`config.mk`:
```
export PLATFORM = sky130hd
export DESIGN_NAME = soc_harness_top
export DESIGN_NICKNAME = d
export VERILOG_FILES = /design/src/design/dbg_pkg.sv /design/src/design/soc_cfg_pkg.sv /design/src/design/addr_decode.sv /design/src/design/debug_req_gate.sv /design/src/design/dmi_mux.sv /design/src/design/irq_route.sv /design/src/design/rst_sync.sv /design/src/design/soc_harness_top.sv
export SDC_FILE = /design/constraint.sdc
export NUM_CORES = 1
export LEC_CHECK = 0
export ABC_AREA = 0
export ABC_CLOCK_PERIOD_IN_PS = 1900
export BUFFER_PORTS_ARGS = -buffer_cell sky130_fd_sc_hd__buf_2
export CAP_MARGIN = 40
export CORE_AREA = 2 2 79 81
export CTS_BUF_LIST = sky130_fd_sc_hd__clkbuf_8
export DETAILED_ROUTE_END_ITERATION = 7
export DIE_AREA = 0 0 81 83
export GPL_ROUTABILITY_DRIVEN = 0
export PLACE_DENSITY_LB_ADDON = 0.15
export SLEW_MARGIN = 20
export SYNTH_ARGS = -nofsm -noshare
export SYNTH_HDL_FRONTEND = slang
export SYNTH_HIERARCHICAL = 1
export SYNTH_SLANG_ARGS = --single-unit
```
`constraint.sdc`:
```
create_clock -name clk_i -period 1.9 [get_ports clk_i]
set_input_delay 0.19 -clock clk_i [delete_from_list [all_inputs] [get_ports clk_i]]
set_output_delay 0.19 -clock clk_i [all_outputs]
set_load 0.005 [all_outputs]
```
`src/design/dbg_pkg.sv`:
```
/*
 * Debug module interface definitions
 * Field widths and operation encoding of DMI requests and responses.
 */

`default_nettype none

package dbg_pkg;

  // register address and data of a DMI access
  localparam int unsigned DmiAddrWidth = 7;
  localparam int unsigned DmiDataWidth = 32;

  // response code width, 0 means success
  localparam int unsigned DmiRespWidth = 2;

  // DMI operation, same encoding as the DTM op field
  typedef enum logic [1:0] {
    DmiOpNop   = 2'h0,
    DmiOpRead  = 2'h1,
    DmiOpWrite = 2'h2
  } dmi_op_e;

endpackage

`default_nettype wire

```
`src/design/soc_cfg_pkg.sv`:
```
/*
 * SoC harness configuration
 * Address map, reset synchronizer depth, debug boot window and
 * local interrupt layout shared by the harness glue logic.
 */

`default_nettype none

package soc_cfg_pkg;

  // ---------------------------------------------------------------------------
  // address map
  // ---------------------------------------------------------------------------
  localparam int unsigned AddrWidth = 32;
  localparam int unsigned NrSlaves  = 4;

  localparam int unsigned SlvDebug = 0;
  localparam int unsigned SlvRom   = 1;
  localparam int unsigned SlvClint = 2;
  localparam int unsigned SlvDram  = 3;

  // start inclusive, base + length exclusive
  localparam logic [AddrWidth-1:0] DebugBase   = 32'h0000_0000;
  localparam logic [AddrWidth-1:0] DebugLength = 32'h0000_1000;
  localparam logic [AddrWidth-1:0] RomBase     = 32'h0001_0000;
  localparam logic [AddrWidth-1:0] RomLength   = 32'h0001_0000;
  localparam logic [AddrWidth-1:0] ClintBase   = 32'h0200_0000;
  localparam logic [AddrWidth-1:0] ClintLength = 32'h000C_0000;
  localparam logic [AddrWidth-1:0] DramBase    = 32'h8000_0000;
  localparam logic [AddrWidth-1:0] DramLength  = 32'h4000_0000;

  // region tables, indexed by slave index
  localparam logic [NrSlaves-1:0][AddrWidth-1:0] RegionBase =
    {DramBase, ClintBase, RomBase, DebugBase};
  localparam logic [NrSlaves-1:0][AddrWidth-1:0] RegionLength =
    {DramLength, ClintLength, RomLength, DebugLength};

  // ---------------------------------------------------------------------------
  // reset and debug timing
  // ---------------------------------------------------------------------------
  localparam int unsigned RstSyncStages = 2;
  localparam int unsigned DmiDelCycles  = 16;

  // ---------------------------------------------------------------------------
  // local interrupts
  // ---------------------------------------------------------------------------
  localparam int unsigned NumLocalIrq = 16;
  localparam int unsigned IrqIdWidth  = 4;
  // platform lines sit at the top of the vector
  localparam int unsigned NumExtIrq   = 4;
  localparam int unsigned MtipBit     = 7;
  localparam int unsigned SeipBit     = 9;
  localparam int unsigned MeipBit     = 11;

endpackage

`default_nettype wire

```
`src/design/addr_decode.sv`:
```
/*
 * Address map decoder
 * Matches a bus address against the harness regions and registers a
 * one-hot slave select together with a decode error flag.
 */

`timescale 1ns/1ps
`default_nettype none

module addr_decode (
  input  logic                                clk_i,
  input  logic                                rst_ni,
  input  logic                                addr_valid_i,
  input  logic [soc_cfg_pkg::AddrWidth-1:0]   addr_i,
  output logic [soc_cfg_pkg::NrSlaves-1:0]    slave_sel_o,
  output logic                                decode_err_o
);

  import soc_cfg_pkg::*;

  logic [NrSlaves-1:0] match;

  // offset compare, an address below base wraps and misses
  function automatic logic in_region(
    input logic [AddrWidth-1:0] addr,
    input logic [AddrWidth-1:0] base,
    input logic [AddrWidth-1:0] len
  );
    logic [AddrWidth-1:0] offset;
    offset = addr - base;
    return offset < len;
  endfunction

  always_comb begin
    match = '0;
    for (int unsigned i = 0; i < NrSlaves; i++) begin
      match[i] = in_region(addr_i, RegionBase[i], RegionLength[i]);
    end
  end

  always_ff @(posedge clk_i or negedge rst_ni) begin
    if (!rst_ni) begin
      slave_sel_o  <= '0;
      decode_err_o <= 1'b0;
    end else begin
      slave_sel_o  <= addr_valid_i ? match : '0;
      decode_err_o <= addr_valid_i && (match == '0);
    end
  end

endmodule

`default_nettype wire

```
`src/design/debug_req_gate.sv`:
```
/*
 * Debug request gate
 * Holds off debug requests to the core during the boot window after
 * power-on reset, and whenever debugging is disabled.
 */

`timescale 1ns/1ps
`default_nettype none

module debug_req_gate (
  input  logic clk_i,
  input  logic rst_ni,
  input  logic debug_enable_i,
  input  logic dm_debug_req_i,
  output logic core_debug_req_o
);

  import soc_cfg_pkg::*;

  logic [$clog2(DmiDelCycles+1)-1:0] del_cnt_d;
  logic [$clog2(DmiDelCycles+1)-1:0] del_cnt_q;

  // count down to zero and stay there
  assign del_cnt_d = (del_cnt_q != '0) ? del_cnt_q - 1'b1 : '0;

  always_ff @(posedge clk_i or negedge rst_ni) begin
    if (!rst_ni) begin
      del_cnt_q <= DmiDelCycles[$clog2(DmiDelCycles+1)-1:0];
    end else begin
      del_cnt_q <= del_cnt_d;
    end
  end

  // boot code runs undisturbed until the window closes
  assign core_debug_req_o = (del_cnt_q == '0) && debug_enable_i && dm_debug_req_i;

endmodule

`default_nettype wire

```
`src/design/dmi_mux.sv`:
```
/*
 * DMI source multiplexer
 * Connects either the JTAG transport or the simulated DTM to the
 * debug module, steering response valid back to the active source.
 */

`timescale 1ns/1ps
`default_nettype none

module dmi_mux (
  input  logic                               jtag_sel_i,
  // JTAG source
  input  logic                               jtag_req_valid_i,
  input  logic [dbg_pkg::DmiAddrWidth-1:0]   jtag_req_addr_i,
  input  dbg_pkg::dmi_op_e                   jtag_req_op_i,
  input  logic [dbg_pkg::DmiDataWidth-1:0]   jtag_req_data_i,
  input  logic                               jtag_resp_ready_i,
  output logic                               jtag_resp_valid_o,
  // simulated DTM source
  input  logic                               dtm_req_valid_i,
  input  logic [dbg_pkg::DmiAddrWidth-1:0]   dtm_req_addr_i,
  input  dbg_pkg::dmi_op_e                   dtm_req_op_i,
  input  logic [dbg_pkg::DmiDataWidth-1:0]   dtm_req_data_i,
  input  logic                               dtm_resp_ready_i,
  output logic                               dtm_resp_valid_o,
  // debug module side
  output logic                               dm_req_valid_o,
  output logic [dbg_pkg::DmiAddrWidth-1:0]   dm_req_addr_o,
  output dbg_pkg::dmi_op_e                   dm_req_op_o,
  output logic [dbg_pkg::DmiDataWidth-1:0]   dm_req_data_o,
  output logic                               dm_resp_ready_o,
  input  logic                               dm_resp_valid_i
);

  import dbg_pkg::*;

  // request channel follows the selected source
  assign dm_req_valid_o  = jtag_sel_i ? jtag_req_valid_i  : dtm_req_valid_i;
  assign dm_req_addr_o   = jtag_sel_i ? jtag_req_addr_i   : dtm_req_addr_i;
  assign dm_req_op_o     = jtag_sel_i ? jtag_req_op_i     : dtm_req_op_i;
  assign dm_req_data_o   = jtag_sel_i ? jtag_req_data_i   : dtm_req_data_i;
  assign dm_resp_ready_o = jtag_sel_i ? jtag_resp_ready_i : dtm_resp_ready_i;

  // idle source never sees a response
  assign jtag_resp_valid_o = jtag_sel_i ? dm_resp_valid_i : 1'b0;
  assign dtm_resp_valid_o  = jtag_sel_i ? 1'b0            : dm_resp_valid_i;

endmodule

`default_nettype wire

```
`src/design/irq_route.sv`:
```
/*
 * Local interrupt router
 * Assembles the local interrupt vector and registers the request,
 * the highest pending id and its one-hot form for the core.
 */

`timescale 1ns/1ps
`default_nettype none

module irq_route (
  input  logic                                clk_i,
  input  logic                                rst_ni,
  input  logic                                meip_i,
  input  logic                                seip_i,
  input  logic                                mtip_i,
  input  logic [soc_cfg_pkg::NumExtIrq-1:0]   ext_irq_i,
  output logic                                irq_req_o,
  output logic [soc_cfg_pkg::IrqIdWidth-1:0]  irq_id_o,
  output logic [soc_cfg_pkg::NumLocalIrq-1:0] irq_onehot_o
);

  import soc_cfg_pkg::*;

  logic [NumLocalIrq-1:0] irq_vec;
  logic                   irq_req;
  logic [IrqIdWidth-1:0]  irq_id;
  logic [NumLocalIrq-1:0] irq_onehot;

  // fixed positions, everything else reserved
  always_comb begin
    irq_vec                                = '0;
    irq_vec[MtipBit]                       = mtip_i;
    irq_vec[SeipBit]                       = seip_i;
    irq_vec[MeipBit]                       = meip_i;
    irq_vec[NumLocalIrq-1 -: NumExtIrq]    = ext_irq_i;
  end

  // highest index wins, so scan upwards and keep the last hit
  always_comb begin
    irq_id = '0;
    for (int unsigned i = 0; i < NumLocalIrq; i++) begin
      if (irq_vec[i]) begin
        irq_id = IrqIdWidth'(i);
      end
    end
  end

  assign irq_req = |irq_vec;

  always_comb begin
    irq_onehot = '0;
    if (irq_req) begin
      irq_onehot[irq_id] = 1'b1;
    end
  end

  always_ff @(posedge clk_i or negedge rst_ni) begin
    if (!rst_ni) begin
      irq_req_o    <= 1'b0;
      irq_id_o     <= '0;
      irq_onehot_o <= '0;
    end else begin
      irq_req_o    <= irq_req;
      irq_id_o     <= irq_id;
      irq_onehot_o <= irq_onehot;
    end
  end

endmodule

`default_nettype wire

```
`src/design/rst_sync.sv`:
```
/*
 * System reset synchronizer
 * Asserts asynchronously on power-on reset or debug non-dm reset and
 * releases synchronously through a short flop chain.
 */

`timescale 1ns/1ps
`default_nettype none

module rst_sync (
  input  logic clk_i,
  input  logic rst_ni,
  input  logic ndmreset_i,
  output logic sys_rst_no
);

  logic                                    rst_comb_n;
  logic [soc_cfg_pkg::RstSyncStages-1:0] sync_q;

  // either source pulls the system into reset
  assign rst_comb_n = rst_ni & ~ndmreset_i;

  always_ff @(posedge clk_i or negedge rst_comb_n) begin
    if (!rst_comb_n) begin
      sync_q <= '0;
    end else begin
      sync_q <= {sync_q[soc_cfg_pkg::RstSyncStages-2:0], 1'b1};
    end
  end

  assign sys_rst_no = sync_q[soc_cfg_pkg::RstSyncStages-1];

endmodule

`default_nettype wire

```
`src/design/soc_harness_top.sv`:
```
/*
 * SoC test harness glue
 * Reset generation, DMI source selection, debug request gating,
 * address decoding and local interrupt routing for a RISC-V core.
 */

`timescale 1ns/1ps
`default_nettype none

module soc_harness_top (
  input  logic                                clk_i,
  input  logic                                rst_ni,
  input  logic                                ndmreset_i,
  input  logic                                jtag_sel_i,
  input  logic                                debug_enable_i,
  input  logic                                dm_debug_req_i,
  // JTAG DMI source
  input  logic                                jtag_req_valid_i,
  input  logic [dbg_pkg::DmiAddrWidth-1:0]    jtag_req_addr_i,
  input  dbg_pkg::dmi_op_e                    jtag_req_op_i,
  input  logic [dbg_pkg::DmiDataWidth-1:0]    jtag_req_data_i,
  input  logic                                jtag_resp_ready_i,
  output logic                                jtag_resp_valid_o,
  // DTM DMI source
  input  logic                                dtm_req_valid_i,
  input  logic [dbg_pkg::DmiAddrWidth-1:0]    dtm_req_addr_i,
  input  dbg_pkg::dmi_op_e                    dtm_req_op_i,
  input  logic [dbg_pkg::DmiDataWidth-1:0]    dtm_req_data_i,
  input  logic                                dtm_resp_ready_i,
  output logic                                dtm_resp_valid_o,
  // debug module DMI side
  output logic                                dm_req_valid_o,
  output logic [dbg_pkg::DmiAddrWidth-1:0]    dm_req_addr_o,
  output dbg_pkg::dmi_op_e                    dm_req_op_o,
  output logic [dbg_pkg::DmiDataWidth-1:0]    dm_req_data_o,
  output logic                                dm_resp_ready_o,
  input  logic                                dm_resp_valid_i,
  // bus address
  input  logic                                addr_valid_i,
  input  logic [soc_cfg_pkg::AddrWidth-1:0]   addr_i,
  // interrupt lines
  input  logic                                meip_i,
  input  logic                                seip_i,
  input  logic                                mtip_i,
  input  logic [soc_cfg_pkg::NumExtIrq-1:0]   ext_irq_i,
  // outputs
  output logic                                sys_rst_no,
  output logic                                core_debug_req_o,
  output logic [soc_cfg_pkg::NrSlaves-1:0]    slave_sel_o,
  output logic                                decode_err_o,
  output logic                                irq_req_o,
  output logic [soc_cfg_pkg::IrqIdWidth-1:0]  irq_id_o,
  output logic [soc_cfg_pkg::NumLocalIrq-1:0] irq_onehot_o
);

  import soc_cfg_pkg::*;
  import dbg_pkg::*;

  // ---------------------------------------------------------------------------
  // reset
  // ---------------------------------------------------------------------------
  rst_sync i_rst_sync (
    .clk_i      ( clk_i      ),
    .rst_ni     ( rst_ni     ),
    .ndmreset_i ( ndmreset_i ),
    .sys_rst_no ( sys_rst_no )
  );

  // ---------------------------------------------------------------------------
  // debug
  // ---------------------------------------------------------------------------
  dmi_mux i_dmi_mux (
    .jtag_sel_i        ( jtag_sel_i        ),
    .jtag_req_valid_i  ( jtag_req_valid_i  ),
    .jtag_req_addr_i   ( jtag_req_addr_i   ),
    .jtag_req_op_i     ( jtag_req_op_i     ),
    .jtag_req_data_i   ( jtag_req_data_i   ),
    .jtag_resp_ready_i ( jtag_resp_ready_i ),
    .jtag_resp_valid_o ( jtag_resp_valid_o ),
    .dtm_req_valid_i   ( dtm_req_valid_i   ),
    .dtm_req_addr_i    ( dtm_req_addr_i    ),
    .dtm_req_op_i      ( dtm_req_op_i      ),
    .dtm_req_data_i    ( dtm_req_data_i    ),
    .dtm_resp_ready_i  ( dtm_resp_ready_i  ),
    .dtm_resp_valid_o  ( dtm_resp_valid_o  ),
    .dm_req_valid_o    ( dm_req_valid_o    ),
    .dm_req_addr_o     ( dm_req_addr_o     ),
    .dm_req_op_o       ( dm_req_op_o       ),
    .dm_req_data_o     ( dm_req_data_o     ),
    .dm_resp_ready_o   ( dm_resp_ready_o   ),
    .dm_resp_valid_i   ( dm_resp_valid_i   )
  );

  // boot window counts from power-on reset, not from ndmreset
  debug_req_gate i_debug_req_gate (
    .clk_i            ( clk_i            ),
    .rst_ni           ( rst_ni           ),
    .debug_enable_i   ( debug_enable_i   ),
    .dm_debug_req_i   ( dm_debug_req_i   ),
    .core_debug_req_o ( core_debug_req_o )
  );

  // ---------------------------------------------------------------------------
  // address map and interrupts, system reset domain
  // ---------------------------------------------------------------------------
  addr_decode i_addr_decode (
    .clk_i        ( clk_i        ),
    .rst_ni       ( sys_rst_no   ),
    .addr_valid_i ( addr_valid_i ),
    .addr_i       ( addr_i       ),
    .slave_sel_o  ( slave_sel_o  ),
    .decode_err_o ( decode_err_o )
  );

  irq_route i_irq_route (
    .clk_i        ( clk_i        ),
    .rst_ni       ( sys_rst_no   ),
    .meip_i       ( meip_i       ),
    .seip_i       ( seip_i       ),
    .mtip_i       ( mtip_i       ),
    .ext_irq_i    ( ext_irq_i    ),
    .irq_req_o    ( irq_req_o    ),
    .irq_id_o     ( irq_id_o     ),
    .irq_onehot_o ( irq_onehot_o )
  );

endmodule

`default_nettype wire

```
-- Yosys cells after proc, flatten, opt, wreduce, memory -nomap -nowiden
Index checks and enable logic that the tools add are counted.
- $add $sub $neg: 4
- magnitude comparators: 6
- mux-type cells: 19
- bitwise gates (word level): 2
- reductions and logical operators: 8
- operators by type and width (cell ; count):
    $lt 32x13->1 const B ; 1
    $lt 32x17->1 const B ; 1
    $lt 32x20->1 const B ; 1
    $lt 32x31->1 const B ; 1
    $mux 32 ; 1
    $sub 32x17->32 const B ; 1
    $sub 32x26->32 const B ; 1
    $sub 32x32->32 const B ; 1
    $mux 4 ; 7
    $mux 16 ; 1
    $mux 7 ; 1
    $reduce_or 7->1 ; 1
    $logic_not 5->1 ; 1
    $lt 4x5->1 const B ; 1
    $mux 1 ; 5
    $mux 5 ; 1
    $reduce_bool 5->1 ; 1
    $sub 5x1->5 const B ; 1
    $demux 1 s4 ; 1
    $ge 4x1->1 const B ; 1
    $logic_and 1x1->1 ; 4
    $logic_not 4->1 ; 1
    $mux 3 ; 1
    $mux 2 ; 1
    2 further kinds ; 2
- bits in registers: 33
- input port bits: 133
- word-level logic and storage cells: 46

-- Logic depth before layout (Yosys ltp)
- word-level depth: 12
- depth in mapped cells: 7
- mapped depth without buffers: 7

-- Hierarchy
Netlist, hierarchy kept.
- modules (own cells, without submodules) (module ; times used ; cells each ; area each (sq um) ; seq. area each (sq um)):
    dmi_mux ; 1 ; 50 ; 725.7 ; 0.0
    irq_route ; 1 ; 42 ; 664.4 ; 525.5
    addr_decode ; 1 ; 36 ; 345.3 ; 125.1
    debug_req_gate ; 1 ; 21 ; 224.0 ; 126.4
    rst_sync ; 1 ; 4 ; 67.6 ; 50.0

-- Least setup slack after synthesis
No wires, ideal clock.
- path type: input to register
- from: input port addr_i[25] in the netlist's numbering
- to: register i_addr_decode.decode_err_o
- library setup time: 0.077 ns
- arrival time: 1.128 ns
- slack: 0.695 ns
- cell stages on the path: 7
- cell sequence: inv_1 ha_1 nor3b_1 a32oi_1 xnor2_1 o2bb2ai_1 a21oi_1
- word-level cells in the longest chain between the ends: 4
- elaborated cells between the ends (all ways): 9
- ends and longest elaborated chain (element ; RTL line ; source):
    start, declared ; soc_harness_top.sv:40 ; input logic [soc_cfg_pkg::AddrWidth-1:0] addr_i,
    $sub 32x17->32, or another cell as far along ; addr_decode.sv:30 ; offset = addr - base;
    $lt 32x17->1, or another cell as far along ; addr_decode.sv:31 ; return offset < len;
    $logic_not 4->1 (*) ; addr_decode.sv:47 ; decode_err_o <= addr_valid_i && (match == '0);
    $logic_and 1x1->1 (*) ; addr_decode.sv:47 ;
    end signal, assigned ; addr_decode.sv:47 ;
    end, declared ; addr_decode.sv:16 ; output logic decode_err_o
Every way passes the cells marked *; elsewhere a longest branch is shown, timed or not.

-- Worst setup path after layout
- from: register i_debug_req_gate.del_cnt_q[0]
- to: output port core_debug_req_o
- word-level cells in the longest chain between the ends: 3
- ends and longest elaborated chain (element ; RTL line ; source):
    start, declared ; debug_req_gate.sv:21 ; logic [$clog2(DmiDelCycles+1)-1:0] del_cnt_q;
    start signal, assigned ; debug_req_gate.sv:28 ; del_cnt_q <= DmiDelCycles[$clog2(DmiDelCycles+1)-1:0];
    start signal, assigned ; debug_req_gate.sv:30 ; del_cnt_q <= del_cnt_d;
    $logic_not 5->1 ; debug_req_gate.sv:35 ; assign core_debug_req_o = (del_cnt_q == '0) && debug_enable_i && dm_debug_req_i;
    $logic_and 1x1->1 (2 in a row) ; debug_req_gate.sv:35 ;
    end, declared ; soc_harness_top.sv:48 ; output logic core_debug_req_o,
No other way between the ends.

==> impl_results.md <==
- Number of fill cells in the layout: 539
- Minimum clock period: 1.59 ns
- Worst path cell trace: inv_1 -> ha_1 -> and3_4 -> and3_1 -> buf_2
- CTS tree: yes
- # DRC: 0
- WP data required: 1.71 ns
- I/O pin cnt: 206
- Fmax: 0.629 GHz
- Largest net degree at the start of global routing: 46
- Htree depth: 2
- Multiplexer share of the synthesized area: 31.5%
- Drt total wl: 6560 um
- Arr. time, crit path: 1.40 ns
- Pwr dens: 527 nW/um^2
- RSZ-0062 raised after global routing: no
- Post-synth cell types: 40
- Core Footprint: 5820 sq um
- Slowest stage cell, crit path: dfrtp_1
- Post-synthesis compound-gate area fraction: 3.95%
- DIE AREA: 6720 sq um
- Vias per inst: 4.40
- Post-Route Utilization: 54.3%
- Drt wl/cell: 15.1 um
- GRT Residual Overflow: 0
- Register area: 827 sq um
- Die Y: 83 um
- DP Worst Slack: 0.434 ns
- Port buffer count: 193
- First-pass DRT Iterations: 4
- CTS root buffer: clkbuf_8
- Largest family of logic cells by synthesized area: multiplexers
- Maxcap violations: 0
- Count of final setup violators: 0
- Die W: 81 um
- Area growth, synth to finish: 55.7%
- Setup ws final: 0.309 ns
- Number of DRC markers in iteration 0: 95
- Hold slack: 0.105 ns
- Layout cells sized above 1: 70.8%
- Sequential fraction of the synthesis area: 40.8%
- Final Skew: 0.00605 ns
- Final Cycle Share: 83.7%
- Ys flop type: dfrtp_1
- Worst vdd ir: 0.399 mV
- Total track usage: 19.9%
- Crit path launch type: flop
- Tot Pwr: 0.00167 W
- Worst-path clk slew: 0.07 ns
- Final antenna-violating net count: 0
- Status: finished, final reports clean
- Simple-gate share of the synthesized area: 14.6%
- Resized Gates After CTS: 0
- HP Class: in2reg
- Most common cell after layout, fill and taps aside: buf_2
- Clock sink count: 33
- Starting Density: 34.9%
- Final Hold Vio Count: 0
- CP max stage delay: 0.39 ns
- Crit path max fanout: 5
- Asr flop ratio synth: 100%
- CP Class: reg2out
- Post-synthesis adder-cell area fraction: 1.85%
- Most frequent cells in the layout: buf_2, mux2_4, dfrtp_1, inv_1, conb_1
- Vias in the first global route: 2021
- Synth warn: 6
- Post-synth top area share: 39.5%
- Clock Path Buffers: 2
- Top cell family by delay on the critical path: flip-flops
- Area occupied by multi-input gates: 1110 sq um
- Cts bufs inserted: 5
- Leak: 1.78 nW
- Global-route wire length before repair: 10000 um
- TNS Setup: 0 ns
- Post-synth EDFFs: 0
- Cells after Synth: 153
- Clock Latency Late Sink: 0.27 ns
- CP Capture Type: output port
- Via count: 1920
- Row count: 28
- Synth top area cells: dfrtp_1, mux2_4, buf_12, mux2_2, nor4_4
- Worst Path Buf+Inv: 2
- Synthesis-stage register bit count: 33
- Antenna violations before repair: 0
- Fin. max-slew vios: 0
- Cell taking the most area after synthesis: dfrtp_1
- Mean Syn Cell Area: 13.2 sq um
- Post-synthesis xor/xnor area fraction: 0.864%
- Synthesized area: 2030 sq um
- Final net count: 495
- Dpl hpwl: 5810 um
[worst register-to-register path, cell delays in order (launching register included)]
cell and delay (ns):
dfrtp_1 0.39, inv_1 0.06, ha_1 0.22, a21oi_1 0.08
mux2_1 0.29
[path summary, 6_finish.rpt]
kind | startpoint | end | slack, ns | cells past startpoint
worst min register to register | i_rst_sync/sync_q[1]$_DFF_PN0_ | i_irq_route/irq_req_o$_DFF_PN0_ | 0.25 | 1
worst min-delay path | ext_irq_i[3] | i_irq_route/irq_onehot_o[15]$_DFF_PN0_ | 0.10 | 1
worst max-delay path | i_debug_req_gate/del_cnt_q[0]$_DFF_PN0_ | core_debug_req_o | 0.31 | 5
min in group asynchronous | i_rst_sync/sync_q[1]$_DFF_PN0_ | i_irq_route/irq_req_o$_DFF_PN0_ | 0.25 | 1
max in group asynchronous | rst_ni | i_rst_sync/sync_q[1]$_DFF_PN0_ | 1.34 | 3
worst max register to register | i_debug_req_gate/del_cnt_q[0]$_DFF_PN0_ | i_debug_req_gate/del_cnt_q[3]$_DFF_PN0_ | 0.74 | 4
[per-layer routing]
layer  part of all wire, %  GRT usage [%]  vias to the layer above
li1                      -              -                      939
met1                    43           26.5                      858
met2                    44           30.4                      117
met3                    11           8.15                        6
met4                  0.78           4.16                        0
met5                     0              0                        -
[synthesized netlist by cell type (2+ instances only)]
cell type,count
xnor2_1,2
mux2_4,38
ha_1,3
buf_12,3
and3_1,2
nor4_4,2
nor2_1,9
and2_2,2
o21ai_0,2
nand2_1,7
dfrtp_1,32
conb_1,2
inv_1,9
nor2b_1,2
nand4_1,3
a21oi_1,4
nor3_1,3
nor3b_1,2
mux2_2,5
[metrics by stage]
stage / area, sq um / std cells
after floorplan: 2060 / 161
after global placement: 3050 / 425
after detailed placement: 3050 / 425
after CTS: 3150 / 435
after global routing: 3150 / 435
final: 3160 / 436
[report_power, final]
part | total [W] | leakage [nW] | switching [W] | internal, W
Clock | 0.000467 | 0.0519 | 0.000224 | 0.000243
Sequential | 0.000729 | 0.404 | 0.00000498 | 0.000724
Combinational | 0.000469 | 1.33 | 0.000189 | 0.000280
[logic make-up (layout without fill, tap and decap cells)]
kind of cell,count (synthesis),after routing
flip-flops,33,33
multiplexers,44,44
adder cells (fa/ha/maj),3,3
buffers and inverters,15,214
other,2,11
XOR/XNOR,2,2
AND/OR/NAND/NOR,42,42
AO/OA/AOI/OAI,12,12
[area by class of cell]
type,count,area share [%]
clock buffers,5,2.18
multi-input cells,113,35.0
diodes,1,0.0793
repair buffers,197,32.1
well taps,75,2.97
clock inverters,3,0.357
flip-flops and latches,33,26.2
inverters,9,1.07
[timing repair]
action | 4_1_cts | 5_1_grt
hold buffers | 2 | 0
hold endpoints to repair | 7 | 0
setup buffers | 0 | 0
[registers in the layout, summed over array words and instances, names as in the netlist]
| signal | flops |
|---|---|
| i_debug_req_gate/del_cnt_q | 5 |
| i_irq_route/irq_id_o | 4 |
| i_addr_decode/slave_sel_o | 4 |
| i_rst_sync/sync_q | 2 |
| i_irq_route/irq_onehot_o | 16 |
| i_addr_decode/decode_err_o | 1 |
| i_irq_route/irq_req_o | 1 |
Power figures use the tool's default switching activity.
